[src/hdl/recovery_settings.svh]
// Project-wide widths, indirect FIFO depth and image activation code, included by the RTL
`ifndef RECOVERY_SETTINGS_SVH
`define RECOVERY_SETTINGS_SVH

// TTI, CSR and FIFO words share one width
`define RECOVERY_DATA_W 32
`define RECOVERY_LEN_W 16

// Indirect FIFO size in words, also reported in FIFO_STATUS_3
`define RECOVERY_FIFO_DEPTH 64
`define RECOVERY_IDX_W 6

// RECOVERY_CTRL byte 2 value that activates the recovery image
`define RECOVERY_ACTIVATE_CODE 8'h0F

`endif

[src/hdl/recovery_cmd_pkg.sv]
// Recovery command codes, protocol error codes and the read length table of the executor
`default_nettype none
`include "recovery_settings.svh"

package recovery_cmd_pkg;

  typedef logic [`RECOVERY_LEN_W-1:0] cmd_len_t;

  // Supported codes plus the bounds of the command range
  typedef enum logic [7:0] {
    CMD_RANGE_FIRST          = 8'h22,
    CMD_DEVICE_STATUS        = 8'h24,
    CMD_DEVICE_RESET         = 8'h25,
    CMD_RECOVERY_CTRL        = 8'h26,
    CMD_BASE_LAST            = 8'h27,
    CMD_INDIRECT_CTRL        = 8'h2B,
    CMD_INDIRECT_FIFO_CTRL   = 8'h2D,
    CMD_INDIRECT_FIFO_STATUS = 8'h2E,
    CMD_INDIRECT_FIFO_DATA   = 8'h2F
  } command_e;

  localparam command_e CMD_RANGE_LAST = CMD_INDIRECT_FIFO_DATA;

  typedef enum logic [7:0] {
    PROT_OK        = 8'h0,
    PROT_READ_ONLY = 8'h1,
    PROT_PARAMETER = 8'h2,
    PROT_LENGTH    = 8'h3,
    PROT_CRC       = 8'h4
  } protocol_error_e;

  // Response length in bytes of a read command
  function automatic cmd_len_t read_len(logic [7:0] cmd);
    case (cmd)
      CMD_DEVICE_STATUS:        return cmd_len_t'(8);
      CMD_DEVICE_RESET:         return cmd_len_t'(3);
      CMD_RECOVERY_CTRL:        return cmd_len_t'(3);
      CMD_INDIRECT_FIFO_CTRL:   return cmd_len_t'(6);
      CMD_INDIRECT_FIFO_STATUS: return cmd_len_t'(20);
      default:                  return cmd_len_t'(4);
    endcase
  endfunction

endpackage

`default_nettype wire

[src/hdl/recovery_csr_pkg.sv]
// Register word selector of the recovery CSRs and its writable-word classification
`default_nettype none

package recovery_csr_pkg;

  // Words of one command are consecutive codes
  typedef enum logic [7:0] {
    CSR_DEVICE_STATUS_0 = 8'd0,
    CSR_DEVICE_STATUS_1 = 8'd1,
    CSR_DEVICE_RESET    = 8'd2,
    CSR_RECOVERY_CTRL   = 8'd3,
    CSR_FIFO_CTRL_0     = 8'd4,
    CSR_FIFO_CTRL_1     = 8'd5,
    CSR_FIFO_STATUS_0   = 8'd6,
    CSR_FIFO_STATUS_1   = 8'd7,
    CSR_FIFO_STATUS_2   = 8'd8,
    CSR_FIFO_STATUS_3   = 8'd9,
    CSR_FIFO_STATUS_4   = 8'd10,
    CSR_INVALID         = 8'hFF
  } csr_word_e;

  function automatic logic is_writable(csr_word_e w);
    return w inside {CSR_DEVICE_RESET, CSR_RECOVERY_CTRL, CSR_FIFO_CTRL_0, CSR_FIFO_CTRL_1};
  endfunction

  // Saturates at INVALID so long payloads never wrap back into the map
  function automatic csr_word_e next_word(csr_word_e w);
    if (w >= CSR_FIFO_STATUS_4) return CSR_INVALID;
    return csr_word_e'(w + 8'd1);
  endfunction

endpackage

`default_nettype wire

[src/hdl/recovery_ifs.sv]
// Internal links of the recovery executor: sequencer to registers, and the indirect FIFO link
`timescale 1ns/100ps
`default_nettype none
`include "recovery_settings.svh"

interface csr_access_if;
  recovery_csr_pkg::csr_word_e sel;
  logic                        wr_en;
  logic [`RECOVERY_DATA_W-1:0] wr_data;
  logic [`RECOVERY_DATA_W-1:0] rd_data;
  logic                        status_we;
  logic                        crc_err;

  modport sequencer(output sel, wr_en, wr_data, status_we, crc_err, input rd_data);
  modport register(input sel, wr_en, wr_data, status_we, crc_err, output rd_data);
endinterface

interface fifo_link_if;
  logic                        push;
  logic [`RECOVERY_DATA_W-1:0] push_data;
  logic                        stream_start;
  logic                        clr;
  logic                        full;
  logic                        empty;
  logic [`RECOVERY_IDX_W-1:0]  wr_idx;
  logic [`RECOVERY_IDX_W-1:0]  rd_idx;

  modport writer(output push, push_data, stream_start);
  modport store(
    input push, push_data, stream_start, clr,
    output full, empty, wr_idx, rd_idx
  );
  modport status(input full, empty, wr_idx, rd_idx, output clr);
endinterface

`default_nettype wire

[src/hdl/recovery_cmd_fsm.sv]
// Command sequencer: validates decoded commands, moves TTI words to CSRs or FIFO, streams reads
`timescale 1ns/100ps
`default_nettype none
`include "recovery_settings.svh"

module recovery_cmd_fsm (
  input  logic                        clk_i,
  input  logic                        rst_ni,
  input  logic                        cmd_valid_i,
  input  logic                        cmd_is_rd_i,
  input  logic [7:0]                  cmd_cmd_i,
  input  logic [`RECOVERY_LEN_W-1:0]  cmd_len_i,
  input  logic                        cmd_error_i,
  output logic                        cmd_done_o,
  output logic                        res_valid_o,
  input  logic                        res_ready_i,
  output logic [`RECOVERY_LEN_W-1:0]  res_len_o,
  output logic                        res_dvalid_o,
  input  logic                        res_dready_i,
  output logic [7:0]                  res_data_o,
  output logic                        res_dlast_o,
  output logic                        tti_rx_rreq_o,
  input  logic                        tti_rx_rack_i,
  input  logic [`RECOVERY_DATA_W-1:0] tti_rx_rdata_i,
  output logic                        rx_queue_clr_o,
  input  logic                        host_abort_i,
  input  logic                        recovery_mode_enabled_i,
  csr_access_if.sequencer             csr,
  fifo_link_if.writer                 fifo
);

  typedef enum logic [2:0] {
    Idle, CsrWrite, FifoWrite, CsrRead, CsrReadLen, CsrReadData, Error, Done
  } state_e;

  state_e                          state_q, state_d;
  logic [`RECOVERY_LEN_W-1:0]      cnt_q;
  logic [`RECOVERY_LEN_W-1:0]      words;
  logic [1:0]                      bcnt_q;
  logic [7:0]                      cmd_q;
  logic                            crc_q;
  logic                            rreq_q;
  logic                            res_valid_q;
  recovery_cmd_pkg::cmd_len_t      len_q;
  recovery_csr_pkg::csr_word_e     sel_q;
  logic                            in_range, mode_ok, dropped, cmd_ok;

  // First register word addressed by a command
  function automatic recovery_csr_pkg::csr_word_e first_word(logic [7:0] cmd);
    case (cmd)
      recovery_cmd_pkg::CMD_DEVICE_STATUS:        return recovery_csr_pkg::CSR_DEVICE_STATUS_0;
      recovery_cmd_pkg::CMD_DEVICE_RESET:         return recovery_csr_pkg::CSR_DEVICE_RESET;
      recovery_cmd_pkg::CMD_RECOVERY_CTRL:        return recovery_csr_pkg::CSR_RECOVERY_CTRL;
      recovery_cmd_pkg::CMD_INDIRECT_FIFO_CTRL:   return recovery_csr_pkg::CSR_FIFO_CTRL_0;
      recovery_cmd_pkg::CMD_INDIRECT_FIFO_STATUS: return recovery_csr_pkg::CSR_FIFO_STATUS_0;
      default:                                    return recovery_csr_pkg::CSR_INVALID;
    endcase
  endfunction

  // Command validation
  assign in_range = (cmd_cmd_i >= recovery_cmd_pkg::CMD_RANGE_FIRST) &&
                    (cmd_cmd_i <= recovery_cmd_pkg::CMD_RANGE_LAST);
  assign mode_ok  = recovery_mode_enabled_i || (cmd_cmd_i <= recovery_cmd_pkg::CMD_BASE_LAST);
  // PROT_CAP, DEVICE_ID, HW_STATUS and vendor codes are not served
  assign dropped  = cmd_cmd_i inside {8'h22, 8'h23, [8'h28:8'h2A], 8'h2C};
  assign cmd_ok   = in_range && mode_ok && !dropped && !cmd_error_i &&
                    (cmd_is_rd_i || (cmd_len_i != '0));

  // Payload length in words, rounded up
  assign words = {2'b00, cmd_len_i[`RECOVERY_LEN_W-1:2]} + `RECOVERY_LEN_W'(|cmd_len_i[1:0]);

  always_comb begin
    state_d = state_q;
    case (state_q)
      Idle: begin
        if (cmd_valid_i) begin
          if (!cmd_ok) state_d = Error;
          else if (cmd_is_rd_i) state_d = CsrRead;
          else if (cmd_cmd_i == recovery_cmd_pkg::CMD_INDIRECT_FIFO_DATA) state_d = FifoWrite;
          else state_d = CsrWrite;
        end
      end
      CsrWrite, FifoWrite: begin
        if (tti_rx_rack_i && (cnt_q == `RECOVERY_LEN_W'(1))) state_d = Done;
      end
      CsrRead: begin
        if (res_ready_i) state_d = CsrReadLen;
      end
      CsrReadLen: state_d = CsrReadData;
      CsrReadData: begin
        if (host_abort_i) state_d = Error;
        else if (res_dready_i && (cnt_q == `RECOVERY_LEN_W'(1))) state_d = Done;
      end
      Error: state_d = Done;
      default: state_d = Idle;
    endcase
  end

  always_ff @(posedge clk_i or negedge rst_ni) begin
    if (!rst_ni) begin
      state_q     <= Idle;
      cnt_q       <= '0;
      bcnt_q      <= '0;
      cmd_q       <= '0;
      crc_q       <= 1'b0;
      len_q       <= '0;
      sel_q       <= recovery_csr_pkg::CSR_INVALID;
      rreq_q      <= 1'b0;
      res_valid_q <= 1'b0;
    end else begin
      state_q     <= state_d;
      rreq_q      <= 1'b0;
      res_valid_q <= (state_q == CsrReadLen);
      case (state_q)
        Idle: begin
          if (cmd_valid_i) begin
            cnt_q  <= words;
            bcnt_q <= '0;
            cmd_q  <= cmd_cmd_i;
            crc_q  <= cmd_error_i;
            sel_q  <= first_word(cmd_cmd_i);
            rreq_q <= (state_d == CsrWrite) || (state_d == FifoWrite);
          end
        end
        CsrWrite, FifoWrite: begin
          if (tti_rx_rack_i) begin
            cnt_q  <= cnt_q - 1'b1;
            sel_q  <= recovery_csr_pkg::next_word(sel_q);
            rreq_q <= (cnt_q != `RECOVERY_LEN_W'(1));
          end
        end
        CsrReadLen: begin
          len_q <= recovery_cmd_pkg::read_len(cmd_q);
          cnt_q <= recovery_cmd_pkg::read_len(cmd_q);
        end
        CsrReadData: begin
          if (res_dready_i) begin
            cnt_q  <= cnt_q - 1'b1;
            bcnt_q <= bcnt_q + 1'b1;
            if (bcnt_q == 2'd3) sel_q <= recovery_csr_pkg::next_word(sel_q);
          end
        end
        default: ;
      endcase
    end
  end

  assign cmd_done_o     = (state_q == Done);
  assign rx_queue_clr_o = (state_q == Error);
  assign tti_rx_rreq_o  = rreq_q;

  // Read response, least significant byte of each word first
  assign res_valid_o  = res_valid_q;
  assign res_len_o    = len_q;
  assign res_dvalid_o = (state_q == CsrReadData);
  assign res_dlast_o  = res_dvalid_o && (cnt_q == `RECOVERY_LEN_W'(1));
  assign res_data_o   = csr.rd_data[{bcnt_q, 3'b000} +: 8];

  assign csr.sel       = sel_q;
  assign csr.wr_en     = (state_q == CsrWrite) && tti_rx_rack_i;
  assign csr.wr_data   = tti_rx_rdata_i;
  assign csr.status_we = (state_q == Done);
  assign csr.crc_err   = crc_q;

  assign fifo.push         = (state_q == FifoWrite) && tti_rx_rack_i;
  assign fifo.push_data    = tti_rx_rdata_i;
  assign fifo.stream_start = (state_q == Idle) && (state_d == FifoWrite);

  // The TTI responder only answers requests issued from the write states
  a_rack_in_write: assert property (@(posedge clk_i) disable iff (!rst_ni)
    tti_rx_rack_i |-> state_q inside {CsrWrite, FifoWrite});

endmodule

`default_nettype wire

[src/hdl/recovery_csr_file.sv]
// Recovery registers with the read word mux, protocol status, FIFO clear and image activation
`timescale 1ns/100ps
`default_nettype none
`include "recovery_settings.svh"

module recovery_csr_file (
  input  logic           clk_i,
  input  logic           rst_ni,
  csr_access_if.register csr,
  fifo_link_if.status    fifo,
  output logic           image_activated_o
);

  logic [23:0] device_reset_q;
  logic [23:0] recovery_ctrl_q;
  logic [31:0] fifo_ctrl0_q;
  logic [15:0] fifo_ctrl1_q;
  logic [7:0]  prot_status_q;
  logic        wr_ok;

  assign wr_ok = csr.wr_en && recovery_csr_pkg::is_writable(csr.sel);

  always_ff @(posedge clk_i or negedge rst_ni) begin
    if (!rst_ni) begin
      device_reset_q  <= '0;
      recovery_ctrl_q <= '0;
      fifo_ctrl0_q    <= '0;
      fifo_ctrl1_q    <= '0;
      prot_status_q   <= '0;
    end else begin
      if (wr_ok) begin
        case (csr.sel)
          recovery_csr_pkg::CSR_DEVICE_RESET:  device_reset_q  <= csr.wr_data[23:0];
          recovery_csr_pkg::CSR_RECOVERY_CTRL: recovery_ctrl_q <= csr.wr_data[23:0];
          recovery_csr_pkg::CSR_FIFO_CTRL_0:   fifo_ctrl0_q    <= csr.wr_data;
          // Image size LSB only
          recovery_csr_pkg::CSR_FIFO_CTRL_1:   fifo_ctrl1_q    <= csr.wr_data[15:0];
          default: ;
        endcase
      end
      // Protocol status is updated at the end of every command
      if (csr.status_we) begin
        prot_status_q <= csr.crc_err ? recovery_cmd_pkg::PROT_CRC : recovery_cmd_pkg::PROT_OK;
      end
    end
  end

  always_comb begin
    case (csr.sel)
      recovery_csr_pkg::CSR_DEVICE_STATUS_0: csr.rd_data = {16'h0, prot_status_q, 8'h0};
      recovery_csr_pkg::CSR_DEVICE_RESET:    csr.rd_data = {8'h0, device_reset_q};
      recovery_csr_pkg::CSR_RECOVERY_CTRL:   csr.rd_data = {8'h0, recovery_ctrl_q};
      recovery_csr_pkg::CSR_FIFO_CTRL_0:     csr.rd_data = fifo_ctrl0_q;
      recovery_csr_pkg::CSR_FIFO_CTRL_1:     csr.rd_data = {16'h0, fifo_ctrl1_q};
      recovery_csr_pkg::CSR_FIFO_STATUS_0:   csr.rd_data = {30'h0, fifo.full, fifo.empty};
      recovery_csr_pkg::CSR_FIFO_STATUS_1:   csr.rd_data = `RECOVERY_DATA_W'(fifo.wr_idx);
      recovery_csr_pkg::CSR_FIFO_STATUS_2:   csr.rd_data = `RECOVERY_DATA_W'(fifo.rd_idx);
      recovery_csr_pkg::CSR_FIFO_STATUS_3:   csr.rd_data = `RECOVERY_DATA_W'(`RECOVERY_FIFO_DEPTH);
      default:                               csr.rd_data = '0;
    endcase
  end

  // FIFO held empty while the reset byte reads 1
  assign fifo.clr = (fifo_ctrl0_q[15:8] == 8'd1);

  assign image_activated_o = (recovery_ctrl_q[23:16] == `RECOVERY_ACTIVATE_CODE);

  // Sequencer word selection must saturate at INVALID
  a_sel_in_map: assert property (@(posedge clk_i) disable iff (!rst_ni)
    csr.wr_en |-> csr.sel inside {[recovery_csr_pkg::CSR_DEVICE_STATUS_0 :
                                   recovery_csr_pkg::CSR_FIFO_STATUS_4],
                                  recovery_csr_pkg::CSR_INVALID});

endmodule

`default_nettype wire

[src/hdl/recovery_indirect_fifo.sv]
// Indirect image FIFO fed by INDIRECT_FIFO_DATA writes and drained by the recovery consumer
`timescale 1ns/100ps
`default_nettype none
`include "recovery_settings.svh"

module recovery_indirect_fifo (
  input  logic                        clk_i,
  input  logic                        rst_ni,
  input  logic                        fifo_rd_req_i,
  fifo_link_if.store                  fifo,
  output logic [`RECOVERY_DATA_W-1:0] fifo_rd_data_o,
  output logic                        payload_available_o
);

  logic [`RECOVERY_DATA_W-1:0] mem_q [`RECOVERY_FIFO_DEPTH];
  logic [`RECOVERY_IDX_W-1:0]  wr_idx_q, rd_idx_q;
  logic [`RECOVERY_IDX_W:0]    count_q;
  logic                        push_ok, pop_ok;
  logic                        payload_q;

  function automatic logic [`RECOVERY_IDX_W-1:0] next_idx(logic [`RECOVERY_IDX_W-1:0] idx);
    if (idx == `RECOVERY_IDX_W'(`RECOVERY_FIFO_DEPTH - 1)) return '0;
    return idx + 1'b1;
  endfunction

  assign fifo.full  = (count_q == (`RECOVERY_IDX_W+1)'(`RECOVERY_FIFO_DEPTH));
  assign fifo.empty = (count_q == '0);
  assign push_ok    = fifo.push && !fifo.full;
  assign pop_ok     = fifo_rd_req_i && !fifo.empty;

  always_ff @(posedge clk_i or negedge rst_ni) begin
    if (!rst_ni) begin
      wr_idx_q <= '0;
      rd_idx_q <= '0;
      count_q  <= '0;
    end else if (fifo.clr) begin
      wr_idx_q <= '0;
      rd_idx_q <= '0;
      count_q  <= '0;
    end else begin
      if (push_ok) wr_idx_q <= next_idx(wr_idx_q);
      if (pop_ok) rd_idx_q <= next_idx(rd_idx_q);
      if (push_ok && !pop_ok) count_q <= count_q + 1'b1;
      else if (pop_ok && !push_ok) count_q <= count_q - 1'b1;
    end
  end

  always_ff @(posedge clk_i) begin
    if (push_ok) mem_q[wr_idx_q] <= fifo.push_data;
  end

  // A read request clears the flag even when a new stream starts
  always_ff @(posedge clk_i or negedge rst_ni) begin
    if (!rst_ni) payload_q <= 1'b0;
    else if (fifo_rd_req_i) payload_q <= 1'b0;
    else if (fifo.stream_start) payload_q <= 1'b1;
  end

  assign fifo.wr_idx         = wr_idx_q;
  assign fifo.rd_idx         = rd_idx_q;
  assign fifo_rd_data_o      = mem_q[rd_idx_q];
  assign payload_available_o = payload_q;

  a_count_bound: assert property (@(posedge clk_i) disable iff (!rst_ni)
    count_q <= (`RECOVERY_IDX_W+1)'(`RECOVERY_FIFO_DEPTH));

endmodule

`default_nettype wire

[src/hdl/recovery_top.sv]
// Recovery command executor top level joining sequencer, registers and indirect FIFO
`timescale 1ns/100ps
`default_nettype none
`include "recovery_settings.svh"

module recovery_top (
  input  logic                        clk_i,
  input  logic                        rst_ni,
  input  logic                        cmd_valid_i,
  input  logic                        cmd_is_rd_i,
  input  logic [7:0]                  cmd_cmd_i,
  input  logic [`RECOVERY_LEN_W-1:0]  cmd_len_i,
  input  logic                        cmd_error_i,
  output logic                        cmd_done_o,
  output logic                        res_valid_o,
  input  logic                        res_ready_i,
  output logic [`RECOVERY_LEN_W-1:0]  res_len_o,
  output logic                        res_dvalid_o,
  input  logic                        res_dready_i,
  output logic [7:0]                  res_data_o,
  output logic                        res_dlast_o,
  output logic                        tti_rx_rreq_o,
  input  logic                        tti_rx_rack_i,
  input  logic [`RECOVERY_DATA_W-1:0] tti_rx_rdata_i,
  output logic                        rx_queue_clr_o,
  input  logic                        host_abort_i,
  input  logic                        recovery_mode_enabled_i,
  input  logic                        fifo_rd_req_i,
  output logic [`RECOVERY_DATA_W-1:0] fifo_rd_data_o,
  output logic                        payload_available_o,
  output logic                        image_activated_o
);

  csr_access_if csr_bus();
  fifo_link_if  fifo_bus();

  recovery_cmd_fsm i_cmd_fsm (
    .clk_i                   (clk_i),
    .rst_ni                  (rst_ni),
    .cmd_valid_i             (cmd_valid_i),
    .cmd_is_rd_i             (cmd_is_rd_i),
    .cmd_cmd_i               (cmd_cmd_i),
    .cmd_len_i               (cmd_len_i),
    .cmd_error_i             (cmd_error_i),
    .cmd_done_o              (cmd_done_o),
    .res_valid_o             (res_valid_o),
    .res_ready_i             (res_ready_i),
    .res_len_o               (res_len_o),
    .res_dvalid_o            (res_dvalid_o),
    .res_dready_i            (res_dready_i),
    .res_data_o              (res_data_o),
    .res_dlast_o             (res_dlast_o),
    .tti_rx_rreq_o           (tti_rx_rreq_o),
    .tti_rx_rack_i           (tti_rx_rack_i),
    .tti_rx_rdata_i          (tti_rx_rdata_i),
    .rx_queue_clr_o          (rx_queue_clr_o),
    .host_abort_i            (host_abort_i),
    .recovery_mode_enabled_i (recovery_mode_enabled_i),
    .csr                     (csr_bus.sequencer),
    .fifo                    (fifo_bus.writer)
  );

  recovery_csr_file i_csr_file (
    .clk_i             (clk_i),
    .rst_ni            (rst_ni),
    .csr               (csr_bus.register),
    .fifo              (fifo_bus.status),
    .image_activated_o (image_activated_o)
  );

  recovery_indirect_fifo i_indirect_fifo (
    .clk_i               (clk_i),
    .rst_ni              (rst_ni),
    .fifo_rd_req_i       (fifo_rd_req_i),
    .fifo                (fifo_bus.store),
    .fifo_rd_data_o      (fifo_rd_data_o),
    .payload_available_o (payload_available_o)
  );

endmodule

`default_nettype wire

[config.mk]
export PLATFORM = sky130hd
export DESIGN_NAME = recovery_top
export DESIGN_NICKNAME = d
export VERILOG_FILES = /design/src/hdl/recovery_cmd_pkg.sv /design/src/hdl/recovery_csr_pkg.sv /design/src/hdl/recovery_ifs.sv /design/src/hdl/recovery_cmd_fsm.sv /design/src/hdl/recovery_csr_file.sv /design/src/hdl/recovery_indirect_fifo.sv /design/src/hdl/recovery_top.sv
export VERILOG_INCLUDE_DIRS = /design/src /design/src/hdl
export SDC_FILE = /design/constraint.sdc
export NUM_CORES = 2
export LEC_CHECK = 0
export BUFFER_PORTS_ARGS = -buffer_cell sky130_fd_sc_hd__clkbuf_2
export CORE_MARGIN = 2
export CORE_UTILIZATION = 25
export DETAILED_ROUTE_END_ITERATION = 12
export GPL_TIMING_DRIVEN = 0
export PLACE_DENSITY = 0.43
export SLEW_MARGIN = 20
export SYNTH_ARGS = -nofsm -noshare
export SYNTH_HDL_FRONTEND = slang
export SYNTH_SLANG_ARGS = --single-unit
[constraint.sdc]
create_clock -name clk_i -period 4.55 [get_ports clk_i]
set_input_delay 0 -clock clk_i [delete_from_list [all_inputs] [get_ports clk_i]]
set_output_delay 0 -clock clk_i [all_outputs]
set_load 0.02 [all_outputs]
=== Yosys cells after proc, flatten, opt, wreduce, memory -nomap -nowiden ===
Memories as Yosys holds them, arrays and structs flattened.
Index checks and enable logic that the tools add are counted.

* Output and inout port bits: 64
* Memory bits (writable): 2048
* Input port bits: 67
* Word-level logic and storage cells: 185
* Latch bits: 0
* Memories: 1
* Register bits after elaboration: 180
* ROM bits: 0

* Divide/modulo/power cells: 0
* Shift operators: 1
* Bitwise operators: 0
* Multiply operators: 0
* Add/subtract/negate cells: 8
* Mux-type cells: 58
* Equal/unequal tests: 43
* $lt $le $gt $ge: 6
* Reductions and logical operators: 50

{| class="wikitable"
|+ Memory list
! name !! depth !! width !! rd ports !! clocked after memory_dff !! write ports !! line !! RTL
|-
| i_indirect_fifo.mem_q || 64 || 32 || 1 || 0 || 1 || recovery_indirect_fifo.sv:15 || <nowiki>logic [`RECOVERY_DATA_W-1:0] mem_q [`RECOVERY_FIFO_DEPTH];</nowiki>
|}

{| class="wikitable"
|+ Operators with widths
! cell !! number
|-
| $pmux 32 s9 || 1
|-
| $eq 8x6->1 const B || 14
|-
| $pmux 16 s4 || 1
|-
| $mux 8 || 7
|-
| $mux 16 || 3
|-
| $mux 6 || 8
|-
| $pmux 8 s5 || 1
|-
| $eq 8x3->1 const B || 4
|-
| $shiftx 32x6->8 || 1
|-
| $eq 8x4->1 const B || 3
|-
| $le 8x6->1 const B || 3
|-
| $mux 3 || 8
|-
| $pmux 8 s3 || 1
|-
| $mux 7 || 3
|-
| $pmux 5 s4 || 1
|-
| $mux 1 || 18
|-
| $pmux 3 s6 || 1
|-
| $logic_and 1x1->1 || 17
|-
| $eq 16x1->1 const B || 1
|-
| $eq 8x2->1 const B || 2
|-
| $ge 8x6->1 const B || 2
|-
| $ne 16x1->1 const B || 1
|-
| $reduce_bool 16->1 || 1
|-
| $sub 16x1->16 const B || 1
|-
| 31 further kinds || 63
|}

=== Depth between registers and ports, before layout ===
* Depth after elaboration: 14
* Mapped depth: 14
* Depth with buffers taken out: 13

=== By module ===
Synthesis repeated with hierarchy kept, for this count alone.

* Cell total of the unflattened synthesis: 4651
* Area total of the unflattened synthesis: 88432.3 um^2

{| class="wikitable"
|+ By module, submodules not included
! module !! times used !! area each (um^2) !! sequential area each (um^2) !! cells each
|-
| recovery_indirect_fifo || 1 || 79931.7 || 61999.5 || 3890
|-
| recovery_csr_file || 1 || 4897.2 || 2427.3 || 345
|-
| recovery_cmd_fsm || 1 || 3603.5 || 1136.1 || 416
|}

=== Least setup slack after synthesis ===
OpenSTA, ideal clock, no wires.

* Path kind: reg-to-reg
* From: register i_indirect_fifo.count_q[3]
* To: memory i_indirect_fifo.mem_q[63][0] (netlist name), enable pin
* Buffers on the path: 1
* Setup time: 0.421 ns
* Required time: 4.129 ns
* Stages on the path, launching flop included: 7
* Period minus slack after synthesis: 3.543 ns
* Path slack: 1.007 ns
* Arrival: 3.122 ns
* Path through: dfrtp_1 nor2_1 and3_1 a211oi_1 clkbuf_1 nand4_1 nor2_1

* Cells in the longest elaborated chain, start to end: 5

{| class="wikitable"
|+ RTL lines
! what !! line !! RTL
|-
| start, declared || recovery_indirect_fifo.sv:17 || <nowiki>logic [`RECOVERY_IDX_W:0] count_q;</nowiki>
|-
| start signal, assigned || recovery_indirect_fifo.sv:43 || <nowiki>if (push_ok && !pop_ok) count_q <= count_q + 1'b1;</nowiki>
|-
| start signal, assigned || recovery_indirect_fifo.sv:44 || <nowiki>else if (pop_ok && !push_ok) count_q <= count_q - 1'b1;</nowiki>
|-
| $eq 7x7->1 || recovery_indirect_fifo.sv:26 || <nowiki>assign fifo.full = (count_q == (`RECOVERY_IDX_W+1)'(`RECOVERY_FIFO_DEPTH));</nowiki>
|-
| $logic_not 1->1 || recovery_indirect_fifo.sv:28 || <nowiki>assign push_ok = fifo.push && !fifo.full;</nowiki>
|-
| $logic_and 1x1->1 || recovery_indirect_fifo.sv:28 ||
|-
| $mux 1 || recovery_indirect_fifo.sv:49 || <nowiki>if (push_ok) mem_q[wr_idx_q] <= fifo.push_data;</nowiki>
|-
| $mux 1 (implied by the code) || recovery_indirect_fifo.sv:49 ||
|-
| end, declared || recovery_indirect_fifo.sv:15 ||
|}

No other way between the ends.

=== Worst setup path after layout ===
* From: register i_indirect_fifo.rd_idx_q[1], in the netlist i_indirect_fifo.fifo.rd_idx[1]
* To: output port fifo_rd_data_o[11]

* Cells in the longest elaborated chain, start to end: 1

{| class="wikitable"
|+ RTL lines
! what !! line !! RTL
|-
| start, declared || recovery_indirect_fifo.sv:16 || <nowiki>logic [`RECOVERY_IDX_W-1:0] wr_idx_q, rd_idx_q;</nowiki>
|-
| start signal, assigned || recovery_indirect_fifo.sv:42 || <nowiki>if (pop_ok) rd_idx_q <= next_idx(rd_idx_q);</nowiki>
|-
| $mem_v2 64x32 || - ||
|-
| end, declared || recovery_top.sv:29 || <nowiki>output logic [`RECOVERY_DATA_W-1:0] fifo_rd_data_o,</nowiki>
|}

No other way between the ends.

==> insert_results.sql <==
INSERT INTO impl_metrics (metric_group, metric, value, unit) VALUES
('place', 'dp_hpwl', '190000', 'µm'),
('place', 'dpl.cell_count', '8645', ''),
('power', 'combinational_share_of_power', '0.279', ''),
('sta', 'timing_hold_violations_final', '0', ''),
('global_route', 'groute.usage.overall', '0.154', ''),
('yosys', 'synth.top_cell.area_share', '0.712', ''),
('global_route', 'number_of_antenna_violations_at_the_first_check_in_global_routing', '60', ''),
('cts', 'tritoncts', 'built', ''),
('sta', 'layout_worst_path_cycle_share', '0.979', ''),
('global_route', 'total_congestion_overflow', '0', ''),
('cells_and_area', 'area.growth.synth_to_final', '21.5', '%'),
('yosys', 'count_of_mapped_cells_out_of_synthesis', '3822', ''),
('power', 'total_power', '56.5', 'mW'),
('yosys', 'synth-seq-cells', '2210', ''),
('power', 'pwr_density_cell', '538', 'nW/µm²'),
('yosys', 'async_reset_ff_frac', '0.0733', ''),
('routing', 'detailedRoute.firstPassIterationCount', '5', ''),
('cts', 'clock_tree.htree_level_count', '4', ''),
('sta', 'maxSlewHeadroom', '0.189', ''),
('cts', 'clock-root-buffer', 'sky130_fd_sc_hd__clkbuf_16', ''),
('power', 'power_frac_clock', '0.318', ''),
('yosys', 'synth_largest_area_cell', 'sky130_fd_sc_hd__edfxtp_1', ''),
('cells_and_area', 'fillerInstances', '33000', ''),
('cells_and_area', 'footprint_of_the_multi_input_gates', '20300', 'µm²'),
('global_route', 'grt_pass1_vias', '44200', ''),
('die', 'fp.dieArea', '350000', 'µm²'),
('yosys', 'post_synth_instance_area', '86400', 'µm²'),
('yosys', 'post_synth.cell_area_avg', '22.6', 'µm²'),
('cells_and_area', 'final_cell_count_no_fill', '9177', ''),
('global_route', 'grt_start_max_net_pins', '87', ''),
('yosys', 'synth.yosys.seq_area_share', '0.759', ''),
('power', 'vdd_ir_drop_max', '0.322', 'mV'),
('sta', 'worstMarginPinSlew', '1210', 'ps'),
('cts', 'post-cts-setup-buffers', '0', ''),
('cells_and_area', 'register_area', '65600', 'µm²'),
('cells_and_area', 'post_route_cells_drive_above_1_share', '0.337', ''),
('routing', 'remaining_drc_errors', '0', ''),
('setup_path', 'path_max_fanout', '10', ''),
('power', 'p_sw', '18.0', 'mW'),
('cts', 'clock_tree.buffer_depth', '4', ''),
('place', 'io_buffers', '119', ''),
('cells_and_area', 'num-nets-final', '4520', ''),
('setup_path', 'cp_data_arrival_time', '4450', 'ps'),
('setup_path', 'critPathRequiredTime', '4550', 'ps'),
('sta', 'maxClockFrequency', '0.224', 'GHz'),
('status', 'outcome', 'complete, no violations', ''),
('setup_path', 'critical_path.endpoint_type', 'output pin', ''),
('min_path', 'hold_class', 'input pin to register', ''),
('yosys', 'dominantRegCellSynth', 'sky130_fd_sc_hd__edfxtp_1', ''),
('run', 'cap_viol_max_count', '0', ''),
('place', 'gp_congestion', '0.784', ''),
('routing', 'detailed_route_wl', '271000', 'µm'),
('sta', 'final.setup_skew', '47.6', 'ps'),
('sta', 'min_period', '4450', 'ps'),
('cells_and_area', 'end_of_flow_core_utilization', '0.306', ''),
('routing', 'post_drt_via_cell_ratio', '4.68', ''),
('sta', 'timing.final.setup_violations', '0', ''),
('yosys', 'yosysWarningCount', '0', ''),
('cts', 'cts_buffers', '234', ''),
('routing', 'detailed_route_iter0_violations', '4782', ''),
('setup_path', 'path_class', 'register to output pin', ''),
('sta', 'setup_tns', '0', 'ps'),
('yosys', 'synth_enable_flop_cells', '2048', ''),
('die', 'die_width', '592', 'µm'),
('routing', 'vias', '42900', ''),
('power', 'pwr-share-seq', '0.403', ''),
('setup_path', 'timing.critical_path.from_type', 'register', ''),
('yosys', 'netlist-cell-type-count', '66', ''),
('die', 'top_level_ports', '131', ''),
('die', 'core', '344000', 'µm²'),
('yosys', 'synth.area.top_cells', 'sky130_fd_sc_hd__edfxtp_1, sky130_fd_sc_hd__mux4_2, sky130_fd_sc_hd__dfrtp_1, sky130_fd_sc_hd__mux2_2, sky130_fd_sc_hd__nor2_1', ''),
('sta', 'timing.final.max_slew_violations', '0', ''),
('cts', 'worstSkewPairLatency', '890', 'ps'),
('die', 'die_height', '592', 'µm'),
('die', 'rows', '215', ''),
('power', 'p_int', '38.6', 'mW'),
('power', 'power_switching_share', '0.318', ''),
('die', 'effective_utilization_at_floorplan', '0.251', ''),
('power', 'p_leak', '33.0', 'nW'),
('cts', 'cts.clk_slew.worst_paths', '60', 'ps'),
('routing', 'routed_wire_length_per_instance', '29.6', 'µm'),
('routing', 'antenna_left', '0', ''),
('cts', 'clkSinkCount', '2210', ''),
('global_route', 'grt_pass1_wl', '372000', 'µm');
==> metrics by stage <==
| step | hold WS, ps | setup slack, ps | area (µm²) |
|---|---|---|---|
| finish | 92.9 | 95.4 | 105000 |
| floorplan | -296 | 1010 | 86400 |
| detailed placement | -169 | -328 | 96600 |
| global route | 78.9 | -1.02 | 105000 |
| CTS | 24.9 | -14.2 | 105000 |
| global placement | 230 | -2720 | 92700 |
==> synthesized netlist by cell type, types with 13 or more instances <==
library cell and number:
sky130_fd_sc_hd__inv_1 22, sky130_fd_sc_hd__and3_1 13, sky130_fd_sc_hd__nor2_1 127, sky130_fd_sc_hd__nand3_1 41
sky130_fd_sc_hd__o21ai_0 39, sky130_fd_sc_hd__buf_4 24, sky130_fd_sc_hd__buf_2 38, sky130_fd_sc_hd__clkbuf_1 120
sky130_fd_sc_hd__nand2_1 82, sky130_fd_sc_hd__dfrtp_1 154, sky130_fd_sc_hd__mux4_2 672, sky130_fd_sc_hd__nor3_1 17
sky130_fd_sc_hd__edfxtp_1 2048, sky130_fd_sc_hd__mux2_2 100, sky130_fd_sc_hd__a22oi_1 29, sky130_fd_sc_hd__xnor2_1 16
sky130_fd_sc_hd__a21oi_1 42, sky130_fd_sc_hd__ha_1 16, sky130_fd_sc_hd__buf_1 34
==> power by group through the flow <==
stage          Combinational, mW  Clock, mW  Sequential [mW]
6_report                    15.8       18.0             22.8
4_1_cts                     16.3       18.4             22.8
5_1_grt                     16.6       19.2             22.8
2_1_floorplan               8.37          0             23.1
3_3_place_gp                15.8          0             23.2
3_5_place_dp                16.0          0             23.1
==> layout by cell type, fill, tap and decap left out, drive strengths merged, types with 13 or more instances in the layout <==
cell type / synthesis / routed
a21oi: 42 / 42
dlygate4sd3: 0 / 114
inv: 22 / 26
ha: 16 / 16
o21ai: 41 / 41
nand2: 82 / 82
edfxtp: 2048 / 2048
mux2: 100 / 100
clkinv: 0 / 86
buf: 99 / 227
a22oi: 29 / 29
clkbuf: 120 / 546
nand3: 41 / 41
diode: 0 / 13
and3: 13 / 13
nor2: 127 / 127
mux4: 672 / 672
dfrtp: 154 / 154
nor3: 17 / 17
xnor2: 16 / 16
==> per-layer routing <==
| layer | part of all wire | track usage | up-vias |
|---|---|---|---|
| li1 | - | - | 17500 |
| met1 | 0.43 | 0.207 | 23800 |
| met2 | 0.49 | 0.260 | 1314 |
| met3 | 0.055 | 0.0232 | 344 |
| met4 | 0.025 | 0.0386 | 2 |
| met5 | 0.000048 | 0 | - |
==> sequential cells by signal, indices dropped and copies added (netlist names), 2 cells and up <==
register and cells:
i_cmd_fsm.bcnt_q 2, i_cmd_fsm.cmd_q 8, i_cmd_fsm.cnt_q 16, i_cmd_fsm.csr.sel 8, i_cmd_fsm.res_len_o 5, i_cmd_fsm.state_q 3
i_csr_file.device_reset_q 24, i_csr_file.fifo_ctrl0_q 32, i_csr_file.fifo_ctrl1_q 16, i_csr_file.recovery_ctrl_q 24, i_indirect_fifo.count_q 7, i_indirect_fifo.fifo.rd_idx 6
i_indirect_fifo.fifo.wr_idx 6, i_indirect_fifo.mem_q 2048
==> critical path: stages, from the launching register on <==
cell and delay (ps):
sky130_fd_sc_hd__dfrtp_2 500, sky130_fd_sc_hd__clkbuf_4 330, sky130_fd_sc_hd__clkbuf_8 330, sky130_fd_sc_hd__clkdlybuf4s18_2 560, sky130_fd_sc_hd__mux4_2 420, sky130_fd_sc_hd__mux4_2 580
sky130_fd_sc_hd__mux4_2 600, sky130_fd_sc_hd__clkbuf_2 200
==> logic make-up after synthesis <==
group	count (synthesis)	share of synthesized area
multiplexers	777	0.189
flip-flops	2210	0.759
buffers and inverters	241	0.0123
AND/OR/NAND/NOR	346	0.0187
XOR/XNOR	27	0.00274
AO/OA/AOI/OAI	203	0.0158
other	1	0.0000434
adder cells (fa/ha/maj)	17	0.00255
==> layout make-up <==
cell class | count | area share
sequential | 2210 | 0.624
tap | 4557 | 0.0543
clock inverter | 101 | 0.00652
inverter | 22 | 0.000787
clock buffer | 306 | 0.0599
antenna | 13 | 0.000310
buffer | 217 | 0.0116
multi-input combinational | 1381 | 0.193
timing repair buffer | 370 | 0.0487
==> repair_timing <==
action / in CTS / in global routing
hold buffers: 114 / 0
gates resized for setup: 96 / 5
endpoints found under the setup margin: 32 / 7
gates cloned: 0 / 0
endpoints found under the hold margin: 2248 / 0
==> final timing paths <==
kind                       slack, ps  cells after the start                      startpoint                            to
max                              100                      7  i_indirect_fifo.fifo.rd_idx[1]            fifo_rd_data_o[11]
min                               90                      2               tti_rx_rdata_i[8]  i_indirect_fifo.mem_q[19][8]
max reg2reg                      480                     12            i_cmd_fsm.state_q[2]    i_indirect_fifo.count_q[6]
min reg2reg                      500                      1          i_cmd_fsm.res_len_o[2]        i_cmd_fsm.res_len_o[2]
max in group asynchronous       3200                      5                          rst_ni          i_cmd_fsm.csr.sel[1]
min in group asynchronous        170                      3                          rst_ni           i_cmd_fsm.cnt_q[11]
(Power assumes the default switching activity.)
